<file path="config.mk">
export PLATFORM = sky130hd
export DESIGN_NAME = mul_stage
export DESIGN_NICKNAME = d
export VERILOG_FILES = /design/src/verilog/exec_pkg.sv /design/src/verilog/mul_stage.sv
export SDC_FILE = /design/constraint.sdc
export NUM_CORES = 2
export LEC_CHECK = 0
export BUFFER_PORTS_ARGS = -buffer_cell sky130_fd_sc_hd__buf_4
export CORE_ASPECT_RATIO = 0.9
export CORE_UTILIZATION = 45
export CTS_CLUSTER_DIAMETER = 100
export DETAILED_ROUTE_END_ITERATION = 8
export GPL_ROUTABILITY_DRIVEN = 0
export GPL_TIMING_DRIVEN = 0
export SYNTH_ARGS = -nofsm -noshare
export SYNTH_HDL_FRONTEND = slang
export SYNTH_SLANG_ARGS = --single-unit
</file>
<file path="constraint.sdc">
create_clock -name clk -period 4.1 [get_ports clk]
set_input_delay 1.23 -clock clk [delete_from_list [all_inputs] [get_ports clk]]
set_output_delay 1.23 -clock clk [all_outputs]
set_load 0.01 [all_outputs]
</file>
<file path="src/verilog/exec_pkg.sv">
`default_nettype none

package exec_pkg;

    // Datapath sizes
    localparam int XLEN       = 32;
    localparam int REG_ADDR_W = 5;                 // r0 is never forwarded
    localparam int PROD_W     = 64;
    localparam int MEM_TYPE_W = 3;                 // Access size, passed through to the cache

    // One-hot ALU opcode, bit positions
    localparam int ALU_OP_W   = 11;
    localparam int ALU_ADD    = 0;
    localparam int ALU_SUB    = 1;
    localparam int ALU_AND    = 2;
    localparam int ALU_OR     = 3;
    localparam int ALU_XOR    = 4;
    localparam int ALU_SLL    = 5;
    localparam int ALU_SRL    = 6;
    localparam int ALU_SRA    = 7;
    localparam int ALU_SLT    = 8;
    localparam int ALU_SLTU   = 9;
    localparam int ALU_PASS2  = 10;                // Operand 2 straight through, lui style

    // Operand source select
    localparam int SRC_SEL_W   = 2;
    localparam int SRC_OP1_PC  = 0;                // Operand 1 from PC
    localparam int SRC_OP2_IMM = 1;                // Operand 2 from immediate

    // Lane B write-back select, one-hot
    localparam int WB_SEL_W  = 4;
    localparam int WB_ALU    = 0;
    localparam int WB_LOAD   = 1;
    localparam int WB_MUL_LO = 2;
    localparam int WB_MUL_HI = 3;

endpackage

`default_nettype wire
</file>
<file path="src/verilog/mul_stage.sv">
`timescale 1ns/1ps
`default_nettype none

module mul_stage import exec_pkg::*; (
    input  logic              clk,
    input  logic              arst_n,
    input  logic              hold,          // Cache stall
    input  logic [XLEN-1:0]   x,
    input  logic [XLEN-1:0]   y,
    input  logic              mul_signed,
    output logic [PROD_W-1:0] product         // Valid in MEM
);

    localparam int HALF = XLEN / 2;

    logic signed [XLEN:0]       x33;
    logic signed [XLEN:0]       y33;
    logic signed [PROD_W-1:0]   x_ext;
    logic signed [PROD_W-1:0]   ylo_ext;
    logic signed [PROD_W-1:0]   yhi_ext;
    logic signed [PROD_W-1:0]   pp_lo;
    logic signed [PROD_W-1:0]   pp_hi;
    logic [PROD_W-1:0]          pp_lo_q;
    logic [PROD_W-1:0]          pp_hi_q;

    // Sign or zero extension to 33 bits covers both flavours
    assign x33 = {mul_signed & x[XLEN-1], x};
    assign y33 = {mul_signed & y[XLEN-1], y};

    assign x_ext   = PROD_W'(x33);
    assign ylo_ext = $signed({{(PROD_W-HALF){1'b0}}, y33[HALF-1:0]});  // Low half unsigned
    assign yhi_ext = PROD_W'($signed(y33[XLEN:HALF]));                 // High half carries sign

    // EX partial sums
    assign pp_lo = x_ext * ylo_ext;
    assign pp_hi = (x_ext * yhi_ext) <<< HALF;

    always_ff @(posedge clk or negedge arst_n) begin
        if (!arst_n) begin
            pp_lo_q <= '0;
            pp_hi_q <= '0;
        end else if (!hold) begin
            pp_lo_q <= pp_lo;
            pp_hi_q <= pp_hi;
        end
    end

    // Final add in MEM
    assign product = pp_lo_q + pp_hi_q;

endmodule

`default_nettype wire

</file>
# Yosys cells after proc, flatten, opt, wreduce, memory -nomap -nowiden
# Index checks and enable logic that the tools add are counted.
[classes]
n_mul = 2
add_sub_neg = 1
n_bitwise = 2
[ops]
columns = ["cell", "n"]
rows = [
  ["$add 64x64->64", 1],
  ["$mul 33x17->50", 1],
  ["$mul 33x17->48", 1],
  ["$and 1x1->1", 2],
]
[totals]
elab_cells = 7
out_inout_bits = 64
inputBits = 68
reg_bits = 112

# Logic depth before layout (Yosys ltp)
[logic_depth]
ltp_word = 2
ltp_mapped = 29
ltp_nobuf = 26

# Worst setup path after synthesis
# OpenSTA, ideal clock, no wires.
[synth_timing]
path_kind = "input to register"
startpoint = "in mul_signed"
endpoint = "reg pp_lo_q[47]"
n_path_buf = 4
path_slack_ns = -3.554
setup_ns = 0.095
stages = 26
arrival_ns = 7.559
required_ns = 4.005
path_cell_list = "clkbuf_1 -> and2_1 -> clkbuf_1 -> clkbuf_1 -> nand2_1 -> inv_1 -> fa_1 -> fa_1 -> inv_1 -> fa_1 -> fa_1 -> inv_1 -> fa_1 -> inv_1 -> fa_1 -> inv_1 -> ha_1 -> clkbuf_1 -> a21o_1 -> a21o_1 -> a21o_1 -> a21o_1 -> a311o_1 -> o311a_1 -> o21a_1 -> o31ai_1"
[synth_via]
elab_chain_cells = 2
[synth_rtl]
columns = ["element", "line", "rtl"]
rows = [
  ["start, declared", "mul_stage.sv:10", "input logic mul_signed,"],
  ["$and 1x1->1", "mul_stage.sv:27", "assign x33 = {mul_signed & x[XLEN-1], x};"],
  ["$mul 33x17->50", "mul_stage.sv:35", "assign pp_lo = x_ext * ylo_ext;"],
  ["end signal, assigned", "mul_stage.sv:43", "pp_lo_q <= pp_lo;"],
  ["end, declared", "mul_stage.sv:23", "logic [PROD_W-1:0] pp_lo_q;"],
]
# No other way between the ends.
# A chain may end at the register's enable or synchronous reset.

# Worst setup path after layout
[layout_timing]
startpoint = "in y[15]"
endpoint = "reg pp_lo_q[43]"
[layout_via]
elab_chain_cells = 1
[layout_rtl]
columns = ["element", "line", "rtl"]
rows = [
  ["start, declared", "mul_stage.sv:9", "input logic [XLEN-1:0] y,"],
  ["$mul 33x17->50", "mul_stage.sv:35", ""],
]
# No other way between the ends.

==> impl_metrics.yaml <==
floorplanning:
  row_count: 107
  io_pins: 132
  core_area_um2: 95200
  die_h_um: 297
  die_area_um2: 97900
  start_util_pct: 45.7
  dieWidth_um: 330
global_route:
  grt_use_total_pct: 31.3
  grt_pass1_wl_um: 223000
  grt-ovfl-total: 0
  grt_start_max_net_pins: 73
  grt_pass1_vias: 36162
  antenna_found_initial: 10
yosys:
  synth_seq_area_share_pct: 5.64
  yosysMostFrequentCell: "inv_1"
  syn_nets: 6379
  syn_area_um2: 43500
  synthTopCellsByCount: "inv_1, fa_1, nand2_1"
  yosys_warnings: 0
  netlist-cell-type-count: 70
  synth_seq_cells: 98
  synth_edf_count: 0
  synth_top_area_share_pct: 47.2
  synth_area_leaders: "fa_1, inv_1, ha_1"
  synth_cells: 5005
  syn_avg_cell_area_um2: 8.69
  synth_flop_cell: "dfrtp_1"
  async_reset_ff_share_pct: 100
  yosysTopAreaCell: "fa_1"
setup_path:
  cp_common_cell: "fa_1"
  cp_max_fo: 10
  cp-end-kind: "flop"
  path_class: "in -> reg"
  worst_setup_path_start_kind: "input port"
  slowest_delay_ps: 620
  worstPathArrival_ps: 7470
  cp_top_family: "adder cells"
  crit_slowest_cell: "fa_1"
  cp.buffers_inverters: 7
  required_ps: 4410
detailed_routing:
  vias: 35974
  wl_per_cell_um: 23.0
  wl_um: 154000
  ant_nets: 0
  via_per_inst: 5.38
  drt_pass1_iterations: 6
  drcViolationCount: 0
  drtIter0Drc: 3131
sta:
  finalCritPeriodShare_pct: 175
  setup_viol: 113
  slew_viol_final: 0
  setup_ws_ps: -3060
  hold_viol: 0
  fin_setup_tns_ps: -201460
  maxSlewHeadroom_pct: 6.33
  rsz0062_at_grt: "yes"
  period_needed_ps: 7160
  clock.fmax_mhz: 140
  finalClockSkew_ps: 0
  worst_pin_slew_ps: 1410
clock_network:
  cts_buffers: 9
  cts_tree: "done"
  cts_sinks: 98
  ctsHoldBuffers: 0
  cts.clk_slew.worst_paths_ps: 120
  h-tree-depth: 3
  clockBufferDepth: 2
  insertion_delay_ps: 400
  root_buffer: "clkbuf_16"
cells_and_area:
  fin_nets: 6800
  postLayoutCoreUtil_pct: 58.3
  drive_gt1_share_pct: 23.0
  area_delta_synth_final_pct: 27.6
  fill_cells: 8428
min_path:
  min_path_type: "reg -> reg"
placement:
  hpwl_um: 125000
  port_buffers: 129
status:
  violations: "setup timing"
  outcome: "finished with violations"
run:
  drv_cap: 0
-- cells in the final DEF, fill, tap and decap left out, drive strengths merged, types with 6 or more instances in the layout --
cell type	count
nand2	834
o21bai	14
nand2b	15
xnor2	92
o31ai	10
diode	7
or2	8
mux2	16
nor2b	22
nor3b	7
dfrtp	98
buf	500
ha	280
and3	35
clkbuf	177
inv	1240
a211oi	20
nor2	86
nor3	21
o21a	20
a31oi	18
o21ai	143
a21o	70
nand4	16
o31a	6
o211ai	13
nand3	25
xor2	49
and2	368
a21oi	135
fa	1026
-- per-layer routing --
metal / wire, um / up-vias / part of all wire (%) / GRT usage (%)
li1: - / 15558 / - / -
met1: 60900 / 18639 / 40 / 42.3
met2: 68400 / 1515 / 44 / 46.9
met4: 8920 / 4 / 5.8 / 14.9
met5: 62 / - / 0.040 / 0
met3: 15600 / 258 / 10 / 7.95
-- flip-flops by register name (all words and copies together) (netlist names) --
name / flops
pp_lo_q: 50
pp_hi_q: 48
-- kinds of logic (layout without fill, tap and decap cells) --
group	count (synthesis)	count (layout)	share of synthesized area, %
AO/OA/AOI/OAI	493	493	7.17
XOR/XNOR	141	141	2.84
adder cells (fa/ha/maj)	1306	1306	55.3
buffers and inverters	1496	1922	13.1
flip-flops	98	98	5.64
multiplexers	18	18	0.460
other	0	7	0
AND/OR/NAND/NOR	1453	1453	15.5
-- what timing repair did --
item / 4_1_cts / 5_1_grt
hold endpoints to repair: 0 / 0
gates resized for setup: 503 / 664
cloned: 2 / 7
pin swaps: 84 / 257
buffers inserted: 81 / 200
endpoints found under the setup margin: 118 / 122
-- metrics by stage --
stage          instances  hold slack, ps  cell area, um^2  worst slack, ps
3_3_place_gp        6387             468            47800            -4160
5_1_grt             6684             522            55500            -3290
3_5_place_dp        6389             482            47900            -4170
4_1_cts             6485             503            51300            -3080
2_1_floorplan       5005             453            45300            -3160
6_report            6691             496            55500            -3060
-- worst paths after layout --
check / startpoint / endpoint / slack (ps) / cells past startpoint
max: y[15] / pp_lo_q[43] / -3060 / 25
min: pp_lo_q[5] / pp_lo_q[5] / 500 / 2
max reg2reg: pp_lo_q[62] / pp_lo_q[62] / 2810 / 1
min reg2reg: pp_lo_q[5] / pp_lo_q[5] / 500 / 2
max in group asynchronous: arst_n / pp_lo_q[1] / 2650 / 2
min in group asynchronous: arst_n / pp_lo_q[62] / 670 / 1
-- layout make-up --
class,count,area [um^2],share of cell area (%)
timing repair buffer,417,4180,7.53
sequential,98,2460,4.44
multi-input combinational,3411,38700,69.8
clock inverter,7,81.3,0.147
antenna,7,17.5,0.0316
buffer,251,3590,6.46
inverter,1238,4650,8.38
clock buffer,9,225,0.406
tap,1253,1570,2.82
Power is not shown: default switching activity piles up to over one toggle a cycle in this logic, so the estimate is an artifact.
