**src/verilog/exec_pkg.sv**
```systemverilog
`default_nettype none

package exec_pkg;

    // Datapath sizes
    localparam int XLEN       = 32;
    localparam int REG_ADDR_W = 5;                 // r0 is never forwarded
    localparam int PROD_W     = 64;
    localparam int MEM_TYPE_W = 3;                 // Access size, passed through to the cache

    // One-hot ALU opcode, bit positions
    localparam int ALU_OP_W   = 11;
    localparam int ALU_ADD    = 0;
    localparam int ALU_SUB    = 1;
    localparam int ALU_AND    = 2;
    localparam int ALU_OR     = 3;
    localparam int ALU_XOR    = 4;
    localparam int ALU_SLL    = 5;
    localparam int ALU_SRL    = 6;
    localparam int ALU_SRA    = 7;
    localparam int ALU_SLT    = 8;
    localparam int ALU_SLTU   = 9;
    localparam int ALU_PASS2  = 10;                // Operand 2 straight through, lui style

    // Operand source select
    localparam int SRC_SEL_W   = 2;
    localparam int SRC_OP1_PC  = 0;                // Operand 1 from PC
    localparam int SRC_OP2_IMM = 1;                // Operand 2 from immediate

    // Lane B write-back select, one-hot
    localparam int WB_SEL_W  = 4;
    localparam int WB_ALU    = 0;
    localparam int WB_LOAD   = 1;
    localparam int WB_MUL_LO = 2;
    localparam int WB_MUL_HI = 3;

endpackage

`default_nettype wire
```
**src/verilog/stage_regs.sv**
```systemverilog
`timescale 1ns/1ps
`default_nettype none

module stage_regs import exec_pkg::*; (
    input  logic                  clk,
    input  logic                  arst_n,
    input  logic                  ex_rf_we_a,
    input  logic                  ex_rf_we_b,
    input  logic [REG_ADDR_W-1:0] ex_rf_waddr_a,
    input  logic [REG_ADDR_W-1:0] ex_rf_waddr_b,
    input  logic [XLEN-1:0]       ex_result_a,
    input  logic [XLEN-1:0]       ex_result_b,
    input  logic [WB_SEL_W-1:0]   ex_wb_sel,
    input  logic                  ex_mem_we,
    input  logic                  mem_rready,
    input  logic                  mem_wready,
    input  logic [XLEN-1:0]       mem_rdata,
    input  logic [PROD_W-1:0]     product,
    output logic                  mem_rvalid,
    output logic                  mem_wvalid,
    output logic                  stall,
    output logic                  mem_we_a,
    output logic                  mem_we_b,
    output logic [REG_ADDR_W-1:0] mem_waddr_a,
    output logic [REG_ADDR_W-1:0] mem_waddr_b,
    output logic [XLEN-1:0]       mem_result_a,
    output logic [XLEN-1:0]       mem_result_b,
    output logic                  wb_fwd_we_a,    // Stored enable, not gated
    output logic                  wb_fwd_we_b,
    output logic                  wb_rf_we_a,
    output logic                  wb_rf_we_b,
    output logic [REG_ADDR_W-1:0] wb_rf_waddr_a,
    output logic [REG_ADDR_W-1:0] wb_rf_waddr_b,
    output logic [XLEN-1:0]       wb_rf_wdata_a,
    output logic [XLEN-1:0]       wb_rf_wdata_b
);

    logic                mem_acc;                 // MEM bundle waits on the cache
    logic [WB_SEL_W-1:0] mem_wb_sel;
    logic [XLEN-1:0]     mem_wdata_b;
    logic                fresh;                   // WB loaded on the last edge

    assign stall      = mem_acc & ~(mem_rready | mem_wready);
    assign mem_rvalid = ex_wb_sel[WB_LOAD] & ~stall;
    assign mem_wvalid = ex_mem_we & ~stall;

    // Lane B write data in MEM
    assign mem_wdata_b = ({XLEN{mem_wb_sel[WB_ALU]}}    & mem_result_b)
                       | ({XLEN{mem_wb_sel[WB_LOAD]}}   & mem_rdata)
                       | ({XLEN{mem_wb_sel[WB_MUL_LO]}} & product[XLEN-1:0])
                       | ({XLEN{mem_wb_sel[WB_MUL_HI]}} & product[PROD_W-1:XLEN]);

    // EX/MEM control
    always_ff @(posedge clk or negedge arst_n) begin
        if (!arst_n) begin
            mem_we_a   <= 1'b0;
            mem_we_b   <= 1'b0;
            mem_wb_sel <= '0;
            mem_acc    <= 1'b0;
        end else if (!stall) begin
            mem_we_a   <= ex_rf_we_a;
            mem_we_b   <= ex_rf_we_b;
            mem_wb_sel <= ex_wb_sel;
            mem_acc    <= mem_rvalid | mem_wvalid;
        end
    end

    always_ff @(posedge clk) begin
        if (!stall) begin
            mem_waddr_a  <= ex_rf_waddr_a;
            mem_waddr_b  <= ex_rf_waddr_b;
            mem_result_a <= ex_result_a;
            mem_result_b <= ex_result_b;
        end
    end

    // MEM/WB control
    always_ff @(posedge clk or negedge arst_n) begin
        if (!arst_n) begin
            wb_fwd_we_a <= 1'b0;
            wb_fwd_we_b <= 1'b0;
            fresh       <= 1'b0;
        end else begin
            fresh <= ~stall;
            if (!stall) begin
                wb_fwd_we_a <= mem_we_a;
                wb_fwd_we_b <= mem_we_b;
            end
        end
    end

    always_ff @(posedge clk) begin
        if (!stall) begin
            wb_rf_waddr_a <= mem_waddr_a;
            wb_rf_waddr_b <= mem_waddr_b;
            wb_rf_wdata_a <= mem_result_a;
            wb_rf_wdata_b <= mem_wdata_b;
        end
    end

    // One write per instruction even when WB is held
    assign wb_rf_we_a = wb_fwd_we_a & fresh;
    assign wb_rf_we_b = wb_fwd_we_b & fresh;

endmodule

`default_nettype wire

```
**config.mk**
```make
export PLATFORM = sky130hd
export DESIGN_NAME = stage_regs
export DESIGN_NICKNAME = d
export VERILOG_FILES = /design/src/verilog/exec_pkg.sv /design/src/verilog/stage_regs.sv
export SDC_FILE = /design/constraint.sdc
export NUM_CORES = 1
export LEC_CHECK = 0
export ABC_CLOCK_PERIOD_IN_PS = 10600
export BUFFER_PORTS_ARGS = -buffer_cell sky130_fd_sc_hd__buf_2
export CAP_MARGIN = 20
export CORE_AREA = 2 2 132 134
export CTS_BUF_LIST = sky130_fd_sc_hd__clkbuf_4
export CTS_CLUSTER_DIAMETER = 150
export DETAILED_ROUTE_END_ITERATION = 8
export DIE_AREA = 0 0 134 136
export GPL_TIMING_DRIVEN = 0
export PLACE_DENSITY_LB_ADDON = 0.05
export SYNTH_ARGS = -nofsm -noshare
export SYNTH_HDL_FRONTEND = slang
export SYNTH_SLANG_ARGS = --single-unit
```
**constraint.sdc**
```tcl
create_clock -name clk -period 10.6 [get_ports clk]
set_input_delay 2.12 -clock clk [delete_from_list [all_inputs] [get_ports clk]]
set_output_delay 2.12 -clock clk [all_outputs]
set_load 0.01 [all_outputs]
```
-- After elaboration in Yosys (flattened, before gate mapping)
Index checks and enable logic that the tools add are counted.
W data, S select, Z words.
- flip-flop bits (word level): 158
- input port bits: 181
- output and inout bits: 157
- word-level logic and storage cells: 31
- bitwise operators: 16
- operators by type and width (cell ; count):
    $and A32 B32 Y32 ; 4
    $or A32 B32 Y32 ; 3
    $and A1 B1 Y1 ; 5
    $not A1 Y1 ; 2
    $or A1 B1 Y1 ; 2

-- Depth between registers and ports, before layout
- depth after elaboration: 6
- mapped depth: 4
- gate-level depth less buffers: 2

-- Worst setup path after synthesis
No wires, ideal clock.
- path kind: input-to-reg
- start point: input port mem_rready
- end point: register mem_result_a[0] (enable)
- library setup time: 0.502 ns
- arrival: 5.192 ns
- required time: 10.098 ns
- slack: 4.907 ns
- stages: 3
- path buffers: 1
- cells stage by stage: nor3b_4 > buf_6 > inv_1
- word-level cells in the longest chain between the ends: 3
- ends and longest elaborated chain (what ; line ; RTL):
    start: declaration ; stage_regs.sv:15 ; input logic mem_rready,
    $or A1 B1 Y1 ; stage_regs.sv:43 ; assign stall = mem_acc & ~(mem_rready | mem_wready);
    $not A1 Y1 ; stage_regs.sv:43 ;
    $and A1 B1 Y1 ; stage_regs.sv:43 ;
    named net stall ; stage_regs.sv:21 ; output logic stall,
    end signal: assignment ; stage_regs.sv:72 ; mem_result_a <= ex_result_a;
    end: declaration ; stage_regs.sv:26 ; output logic [XLEN-1:0] mem_result_a,
The timed path passes the listed nets, and every way through them passes these cells.
A chain may end at the register's enable or synchronous reset.

-- Worst setup path after layout
- start point: input port mem_wready
- end point: output port mem_rvalid
- word-level cells in the longest chain between the ends: 5
- ends and longest elaborated chain (what ; line ; RTL):
    start: declaration ; stage_regs.sv:16 ; input logic mem_wready,
    $or A1 B1 Y1 ; stage_regs.sv:43 ;
    $not A1 Y1 ; stage_regs.sv:43 ;
    $and A1 B1 Y1 ; stage_regs.sv:43 ;
    $not A1 Y1 ; stage_regs.sv:44 ; assign mem_rvalid = ex_wb_sel[WB_LOAD] & ~stall;
    $and A1 B1 Y1 ; stage_regs.sv:44 ;
    end: declaration ; stage_regs.sv:19 ; output logic mem_rvalid,
Every way passes these cells.

==> key figures <==
Outcome
  – Status: completed

Worst setup path
  – CP Class: primary input to output pin
  – Worst Setup End Kind: output pin
  – Critical Path Source Type: primary input
  – Arrival @ worst endpoint: 3090 ps
  – Critical Path RT: 8480 ps
  – Worst-path fanout max: 10

Power and ir drop
  – Power share of the combinational group: 0.135
  – Pwr Density: 169 mW/mm^2
  – Tot Pwr: ~1.3 mW
  – IR Drop Worst-Case VDD: 0.0616 mV
  – Clock power share: 0.294
  – Sequential power share: 0.571
  – Sw frac: 0.256
  – Switch Pwr: 0.341 mW
  – Leak: 3.48 nW
  – Cell Int Power: 0.991 mW

Floorplanning
  – I/O pins: 338
  – Die Area: 0.0182 sq mm
  – Die Ht: 136 um
  – DIE WIDTH: 134 um
  – Core Area: 0.0169 sq mm
  – Site row count: 48
  – Starting Density: 0.329

Clock tree
  – CTS tree: built
  – H-tree depth: 4
  – CTS hold repair buffers: 0
  – Clock transition at path regs: 140 ps
  – Cts repair resizes: 0
  – Longest Clk Path Bufs: 2
  – Clk Latency, worst-skew pair: roughly 530 ps
  – Root buf cell: clkbuf_4
  – Num Clock Sinks: 158
  – Post-CTS setup buffer count: 0
  – Total CTS buffers: 17

Layout
  – Ratio of cells with drive above 1 in the final layout: 0.601
  – Final nets: 824
  – Post-Layout Inst Area: between 0.007 and 0.008 sq mm
  – Non-Filler Instances: about 900
  – Leading cell types in the layout, fill and taps excluded: buf_2, edfxtp_1, a22oi_1, nand2_1, clkbuf_4
  – Commonest non-fill, non-tap cell in the layout: buf_2
  – Synthesis-to-layout area growth: 41.7%

Synth
  – Post-synthesis simple-gate area fraction: 0.0316
  – Area contributors post-synth: edfxtp_1, a22oi_1, dfrtp_1, nand2_1, mux2_4
  – Synth top area share: 0.801
  – Synth warn: 0
  – Number of synthesized register bits: 158
  – Synthesized area per cell: between 15 and 20 sq um
  – Synth unique cells: 14
  – Post-synthesis compound-gate area fraction: 0.0866
  – Seq/Total Area, Yosys: 0.846
  – Post-synth top area cell: edfxtp_1
  – Adder-Cell Fraction of Synth Area: 0
  – XOR/XNOR Fraction of Synth Area: 0
  – Mapped cell area: 0.00555 sq mm
  – Syn Inst Count: roughly 290
  – Mux cell area share after synthesis: 0.0196
  – Largest family of logic cells by synthesized area: compound AO/OA/AOI/OAI gates
  – Syn_nets: between 400 and 500

Drt
  – Vias per inst: 4.55
  – Drt total wl: 15.8 mm
  – First drt pass iteration count: 4
  – Residual DRC: 0
  – Iteration-0 DRC Markers: 204
  – Antenna Nets Post-Route: 0
  – Routed len/inst: 17.9 um
  – Via Count: 4013

STA
  – Max Slew Vio Count: 0
  – Tcrit/Tclk final: 0.492
  – Setup TNS: 0 ps
  – Hold_ws: 449 ps
  – Crit path time final: 5210 ps
  – Highest clock rate: 0.192 GHz
  – Fin Clk Skew: around 20 ps
  – Final setup violation count: 0
  – RSZ-0062 raised after global routing: false
  – Slew HR: 0.577
  – Tightest Pin Transition: 635 ps
  – Final hold vios: 0

Place
  – Routability cong.: a little under 0.8
  – Placement Cell Area: around 0.0075 sq mm
  – PortBufs: roughly 340
  – Dpl cells: 849
  – DPL Wire Length: 11.9 mm

GRT
  – First-pass GRT wire length: 21.9 mm
  – GRT overflow: 0
  – GRT Total Usage: 0.165
  – Number of global-route vias before repair: about 3900
  – Largest net degree at the start of global routing: between 80 and 90
  – Initial antenna violation count: 2

Worst hold path
  – Worst Hold Class: flip-flop to flip-flop

Flow run
  – Max-cap violations: 0
-- synthesized netlist by cell type --
cell type	n
nand2_1	32
dfrtp_1	10
buf_6	1
clkbuf_1	4
mux2_2	3
nor3b_4	1
and2_1	2
buf_2	12
a22oi_1	64
mux2_4	5
or3_1	1
inv_1	1
edfxtp_1	148
and2b_2	2
-- stage by stage --
step           setup slack (ps)  utilization
2_1_floorplan              4910            -
3_3_place_gp               3520        0.445
3_5_place_dp               5390        0.447
4_1_cts                    5380        0.466
5_1_grt                    5360        0.466
6_report                   5390        0.466
-- sequential cells by signal, summed over array words and instances, names as in the netlist --
register       flops
mem_result_a      32
mem_result_b      32
wb_rf_wdata_a     32
wb_rf_wdata_b     32
mem_waddr_a        5
mem_waddr_b        5
wb_rf_waddr_a      5
wb_rf_waddr_b      5
mem_wb_sel         4
fresh              1
mem_acc            1
mem_we_a           1
mem_we_b           1
wb_fwd_we_a        1
wb_fwd_we_b        1
-- worst paths after layout --
| path | from | end | slack (ps) | depth (start not counted) |
|---|---|---|---|---|
| min in group asynchronous | arst_n | wb_fwd_we_a | 1410 | 1 |
| max reg2reg | mem_acc | wb_rf_wdata_a[23] | 8630 | 4 |
| min reg2reg | mem_result_a[4] | wb_rf_wdata_a[4] | 450 | 0 |
| max | mem_wready | mem_rvalid | 5390 | 5 |
| max in group asynchronous | arst_n | mem_wb_sel[2] | 8990 | 1 |
| min | mem_result_a[4] | wb_rf_wdata_a[4] | 450 | 0 |
-- metal layers --
layer,global-route usage,share of wire,vias to the layer above
met5,0,0.00051,-
met4,0.0691,0.020,2
met3,0.0690,0.097,21
met2,0.287,0.52,209
met1,0.178,0.36,1918
li1,-,-,1863
-- power groups by stage --
stage | combinational, mW | clock, mW | sequential, mW
after floorplan | 0.0497 | 0 | 0.806
after global placement | 0.181 | 0 | 0.778
after detailed placement | 0.183 | 0 | 0.775
after CTS | 0.184 | 0.406 | 0.761
after global routing | 0.195 | 0.432 | 0.766
final | 0.180 | 0.391 | 0.760
-- layout make-up --
| cell class | count | area [sq um] |
|---|---|---|
| diodes | 1 | 2.50 |
| plain buffers | 17 | 86.3 |
| clock buffers | 17 | 128 |
| clock inverters | 15 | 185 |
| fillers | 1565 | 9010 |
| inverters | 1 | 8.76 |
| multi-input cells | 110 | 764 |
| flip-flops and latches | 158 | 4690 |
| well taps | 225 | 282 |
| repair buffers | 338 | 1710 |
-- critical path, cell delays in order --
cell	delay [ps]
buf_2	110
nor3b_4	290
buf_6	220
and2b_2	220
buf_2	130
-- logic make-up after synthesis --
| kind of cell | count (synthesis) |
|---|---|
| flip-flops | 158 |
| multiplexers | 8 |
| AND/OR/NAND/NOR | 38 |
| AO/OA/AOI/OAI | 64 |
| buffers and inverters | 18 |
(Power assumes the default switching activity.)
